**config.mk**
```make
export PLATFORM = sky130hd
export DESIGN_NAME = int_reg_bank
export DESIGN_NICKNAME = d
export VERILOG_FILES = /design/src/hdl/regfile_pkg.sv /design/src/hdl/int_reg_bank.sv
export VERILOG_INCLUDE_DIRS = /design/src /design/src/hdl
export SDC_FILE = /design/constraint.sdc
export NUM_CORES = 1
export LEC_CHECK = 0
export BUFFER_PORTS_ARGS = -buffer_cell sky130_fd_sc_hd__buf_2
export CAP_MARGIN = 0
export CORE_AREA = 5 5 418 420
export DETAILED_ROUTE_END_ITERATION = 6
export DIE_AREA = 0 0 423 425
export GPL_ROUTABILITY_DRIVEN = 0
export HOLD_SLACK_MARGIN = 0.12
export PLACE_DENSITY = 0.5
export SYNTH_ARGS = -nofsm -noshare
export SYNTH_HDL_FRONTEND = slang
export SYNTH_SLANG_ARGS = --single-unit
```
**constraint.sdc**
```tcl
create_clock -name clk_i -period 4.85 [get_ports clk_i]
set_input_delay 0.485 -clock clk_i [delete_from_list [all_inputs] [get_ports clk_i]]
set_output_delay 0.485 -clock clk_i [all_outputs]
set_load 0.005 [all_outputs]
```
**src/hdl/regfile_macros.svh**
```systemverilog
`ifndef REGFILE_MACROS_SVH
`define REGFILE_MACROS_SVH

// registers per bank, integer and floating point alike
`define REG_COUNT 32

// index width inside one bank
`define REG_IDX_W 5

// integer register width (RV32)
`define XLEN 32

// D extension width, also the width of every read port
`define FLEN 64

// upper half of an integer read, so integer values look like NaN-boxed singles
`define NAN_BOX_FILL {(`XLEN){1'b1}}

`endif
```
**src/hdl/regfile_pkg.sv**
```systemverilog
`include "regfile_macros.svh"

package regfile_pkg;

        // index inside one bank
        typedef logic [`REG_IDX_W-1:0] reg_idx_t;

        // value of an integer register
        typedef logic [`XLEN-1:0] xlen_word_t;

        // fp register value and read port result
        typedef logic [`FLEN-1:0] flen_word_t;

        // 6-bit register id as the decoder emits it
        typedef struct packed {
                logic     is_fp; // bit 5, picks the fp bank
                reg_idx_t idx;   // bits 4:0
        } reg_id_t;

        // writeback request, present every cycle
        typedef struct packed {
                reg_id_t    rd;   // integer x0 here means no write
                flen_word_t data; // integer writes keep only the low half
        } reg_write_t;

        // bank contents as the read ports see them
        typedef xlen_word_t int_bank_t [`REG_COUNT]; // entry 0 is x0, always zero
        typedef flen_word_t fp_bank_t [`REG_COUNT];

endpackage

```
**src/hdl/int_reg_bank.sv**
```systemverilog
`timescale 1ns/100ps
`include "regfile_macros.svh"

module int_reg_bank (
        input  logic                    clk_i,
        input  logic                    reset_i,
        input  regfile_pkg::reg_write_t wr_i,
        output regfile_pkg::int_bank_t  int_regs_o
);

        // x1..x31, x0 has no flop behind it
        regfile_pkg::xlen_word_t regs_q [1:`REG_COUNT-1];

        // one-hot write select, bit 0 stays low
        logic [`REG_COUNT-1:1] wr_sel;

        always_comb begin
                for (int i = 1; i < `REG_COUNT; i++) begin
                        wr_sel[i] = !wr_i.rd.is_fp &&
                                    (wr_i.rd.idx == regfile_pkg::reg_idx_t'(i));
                end
        end

        always_ff @(posedge clk_i) begin
                if (reset_i) begin
                        for (int i = 1; i < `REG_COUNT; i++) begin
                                regs_q[i] <= '0;
                        end
                end else begin
                        for (int i = 1; i < `REG_COUNT; i++) begin
                                if (wr_sel[i]) begin
                                        regs_q[i] <= wr_i.data[`XLEN-1:0]; // low half only
                                end
                        end
                end
        end

        always_comb begin
                int_regs_o[0] = '0; // hardwired zero
                for (int i = 1; i < `REG_COUNT; i++) begin
                        int_regs_o[i] = regs_q[i];
                end
        end

        // a writeback to x1..x31 is what the read ports see one cycle later
        property p_int_write_lands;
                @(posedge clk_i) disable iff (reset_i)
                (!wr_i.rd.is_fp && (wr_i.rd.idx != '0))
                |=> (int_regs_o[$past(wr_i.rd.idx)] == $past(wr_i.data[`XLEN-1:0]));
        endproperty

        a_int_write_lands: assert property (p_int_write_lands)
                else $error("int bank: write to x%0d did not land", $past(wr_i.rd.idx));

endmodule

```
* Word-level counts from Yosys, hierarchy flattened *
Memory sizes are Yosys's and may differ from the RTL's.
Index checks and enable logic that the tools add are counted.

word-level totals
  memories kept = 1
  RAM bits = 992
  output and inout port bits = 1024
  bits of input ports = 72
  logic and storage cells = 221
  register bits = 0

memories
  name    words  bits a word  read ports  clocked after Yosys merged registers in  write ports  line                text
  regs_q  31     32           31          0                                        31           int_reg_bank.sv:12  regfile_pkg::xlen_word_t regs_q [1:`REG_COUNT-1];

cells by class
  multiplexer cells = 126
  reduce and logical (&&, ||, !) cells = 32
  bitwise gates (word level) = 31
  equality and inequality tests = 31

operator list
  kind                                                 count
  two-way mux 32 bit                                   31
  two-way mux 1 bit                                    95
  equality test 5 bit, second input constant           16
  equality test 5 x 4 -> 1 bit, second input constant  8
  logical AND 1 bit                                    31
  OR 1 bit                                             31
  equality test 5 x 3 -> 1 bit, second input constant  4
  equality test 5 x 2 -> 1 bit, second input constant  2
  equality test 5 x 1 -> 1 bit, second input constant  1
  logical NOT 1 bit                                    1

* Depth between registers and ports, before layout *
  depth after elaboration = 6
  depth in mapped cells = 6
  depth with buffers taken out = 2

* Worst setup path after synthesis *
OpenSTA, ideal clock, no wires.

  kind = input port to flip-flop
  start point = in wr_i[67] (netlist bit)
  end point = reg, netlist name regs_q[0][640]
  setup slack = 0.865 ns
  cell stages on the path = 3
  library setup time = 0.466 ns
  arrival time = 3.519 ns
  data required time = 4.384 ns
  path buffers = 1
  path through = or4b_1 -> buf_2 -> o21ai_0

RTL lines
  element      line               text
  from (decl)  int_reg_bank.sv:7  input regfile_pkg::reg_write_t wr_i,

==> summary.md <==
| Metric | Value |
|---|---|
| Most area-consuming cells after synthesis | edfxtp_1, nor3_1, buf_2 |
| Setup crit start kind | primary input |
| Switching part of the total | 0.2579 |
| Post-synthesis simple-gate area fraction | 0.1649 |
| Final setup viols | 0 |
| Leakage | about 16 nW |
| Area of the multi-input gates | approximately 6800 µm² |
| Via count | ~27000 |
| Largest net degree at the start of global routing | 130 |
| DR iter-0 viols | about 2900 |
| Total grt overflow | 0 |
| Nets | 3513 |
| Total length of routed wires | 185.8 mm |
| TritonCTS Sinks | slightly below 1000 |
| Vias in the first global route | approximately 27000 |
| Yosys warns | 0 |
| Avg WL per Cell | about 32 µm |
| I/O pin count | 1096 |
| VDD IR-drop max | between 0.0002 and 0.0003 V |
| Mean Syn Cell Area | about 15 µm² |
| Post-synthesis compound-gate area fraction | 0.005423 |
| Crit. End Element | flop |
| Layout fillers | 17560 |
| Detailed-route DRC error count | 0 |
| Minimum clock period | 2.602 ns |
| Power Density | roughly 410 nW/µm² |
| Post-cts hold buffer count | 0 |
| Max reg flops | just under 1000 |
| RSZ-0062 raised after global routing | no |
| Final Hold Viols | 0 |
| Hold Crit Class | primary input to flop |
| WS Path Type | primary input to flop |
| Overall Power | roughly 20 mW |
| Biggest area consumer among synthesized cells | edfxtp_1 |
| Asr flop ratio synth | 0 |
| Critical Path, Cell by Cell | buf_2, nor4b_1, a21o_2, buf_4 |
| Pint | around 15 mW |
| First-pass GRT wire length | between 200 and 250 mm |
| Worst setup margin | 2.248 ns |
| H-tree lvl count | 3 |
| Cell area after layout | between 40000 and 50000 µm² |
| Post-Layout Cell Count | slightly below 6000 |
| Maxcap violations | 0 |
| CTS tree | done |
| Core Region | around 170000 µm² |
| Post-route clock period utilization | 0.5365 |
| Post-CTS sizing | 0 |
| Mapped cell area | ~38000 µm² |
| Dpl cell area | around 45000 µm² |
| Largest regs | regs_q (992) |
| Reg power frac | 0.508 |
| DR pass1 iterations | 5 |
| Post-synth EDFFs | 992 |
| Cells after synthesis | roughly 2500 |
| Total CTS buffers | 110 |
| Die width | between 400 and 500 µm |
| Initial core utilization | 0.2218 |
| IO Port Bufs | between 1000 and 1500 |
| Critical Path AT | roughly 3 ns |
| Sw power | around 5.1 mW |
| FP Rows | roughly 150 |
| Status | finished clean |
| Register area | 29790 µm² |
| Most frequent cell after synthesis | edfxtp_1 |
| CTS root buf | clkbuf_16 |
| FMAX | 0.3843 GHz |
| Post-synth top cells | edfxtp_1, nor3_1, buf_2, clkbuf_1, nand3b_1 |
| Post-synthesis xor/xnor area fraction | 0 |
| CP max stage cell | nor4b_1 |
| Final count of pins violating max slew | 0 |
| Sequential share of the synthesized area | 0.7873 |
| Initial antenna violation count | 19 |
| Min Hold Slack | ~0.44 ns |
| Die Y | about 430 µm |
| Dpl cells | 5562 |
| Worst-path clk slew | around 0.060 ns |
| Mux contribution to synthesized area | 0 |
| Count of cell types in the netlist | 30 |
| Main combinational cell family by area after synthesis | simple AND/OR/NAND/NOR gates |
| Synth Register Bits | between 900 and 1000 |
| Final ANT Viol Nets | 0 |
| Share of total power in combinational logic | 0.091 |
| Maximum fanout along the worst path | 21 |
| Setup TNS | 0 ns |
| Post-CTS Setup Repair Bufs | 0 |
| Largest register by flop count | regs_q |
| Final Util | 0.2852 |
| Actual slew at the worst max-slew pin | 1.135 ns |
| Top-area cell type share of the netlist area | 0.7873 |
| Worst rel slew slack | 0.2435 |
| Die area | approximately 180000 µm² |
| Post-synth top flop | edfxtp_1 |
| Gr usage total | 0.1985 |
| Post-Synth Adder-Cell Area | 0 |
| CP peak stage delay | 0.89 ns |
| Area grow syn2layout | 28.60% |
| Dpl ws | 1.563 ns |
| Vias per Instance | roughly 4.7 |
| Share of cells above drive strength 1 | 0.3798 |
| DP Wirelength | about 130 mm |
| Longest Clk Path Bufs | 3 |
| Worst endpoint required time | between 5 and 6 ns |
| Clk pwr share | 0.401 |
[cells by family (layout without fill, tap and decap cells)]
logic type	after synthesis	in the layout
flip-flops	992	992
AO/OA/AOI/OAI	31	31
other	1	43
buffers and inverters	321	1326
AND/OR/NAND/NOR	1147	1147
[layer usage]
metal,up-vias,share of wire,track usage
met4,4,0.047,0.08312
met1,13890,0.39,0.2476
met3,274,0.076,0.04121
li1,11440,-,-
met5,-,0.00015,0
met2,1430,0.49,0.3353
[area by class of cell]
cell class | count | share of cell area
tap | 2233 | 0.05742
antenna | 11 | 0.0005657
multi-input combinational | 1210 | 0.1397
clock buffer | 142 | 0.05904
timing repair buffer | 1094 | 0.1196
clock inverter | 57 | 0.008923
sequential | 992 | 0.6122
inverter | 33 | 0.002546
[power groups by stage]
| stage | sequential [mW] | clock (mW) | combinational, mW |
|---|---|---|---|
| finish | 10.1 | 7.93 | 1.79 |
| global route | 10.1 | 8.43 | 1.88 |
| CTS | 10.1 | 8.06 | 1.85 |
| detailed placement | 10.2 | 0 | 1.85 |
| global placement | 10.2 | 0 | 1.85 |
| floorplan | 10.3 | 0 | 0.516 |
[final timing paths]
| path | startpoint | end | slack [ns] | cells past startpoint |
|---|---|---|---|---|
| worst min-delay path | wr_i[65] | regs_q[0][991] | 0.44 | 3 |
| worst max-delay path | wr_i[68] | regs_q[0][593] | 2.25 | 4 |
[cell usage in the layout (no fill, tap or decap), drive strengths merged]
| master | n |
|---|---|
| or3 | 2 |
| o21ai | 11 |
| clkinv | 75 |
| nand4bb | 2 |
| buf | 1094 |
| or3b | 34 |
| nor4b | 2 |
| inv | 6 |
| nand3b | 64 |
| nand2 | 2 |
| nor4bb | 2 |
| conb | 32 |
| and2 | 1 |
| or2 | 2 |
| nand2b | 5 |
| nor4 | 1 |
| nor2 | 1 |
| nand4b | 2 |
| clkbuf | 142 |
| nor2b | 2 |
| clkinvlp | 6 |
| nor3 | 992 |
| nand3 | 32 |
| o31ai | 1 |
| a21o | 19 |
| diode | 11 |
| edfxtp | 992 |
| bufinv | 3 |
| or4b | 1 |
[worst max-delay path, delay by kind of cell]
family          cells  cell delay, ns
compound gates      1            0.86
buf+inv             2            0.71
simple gates        1            0.89
Power figures use the tool's default switching activity.
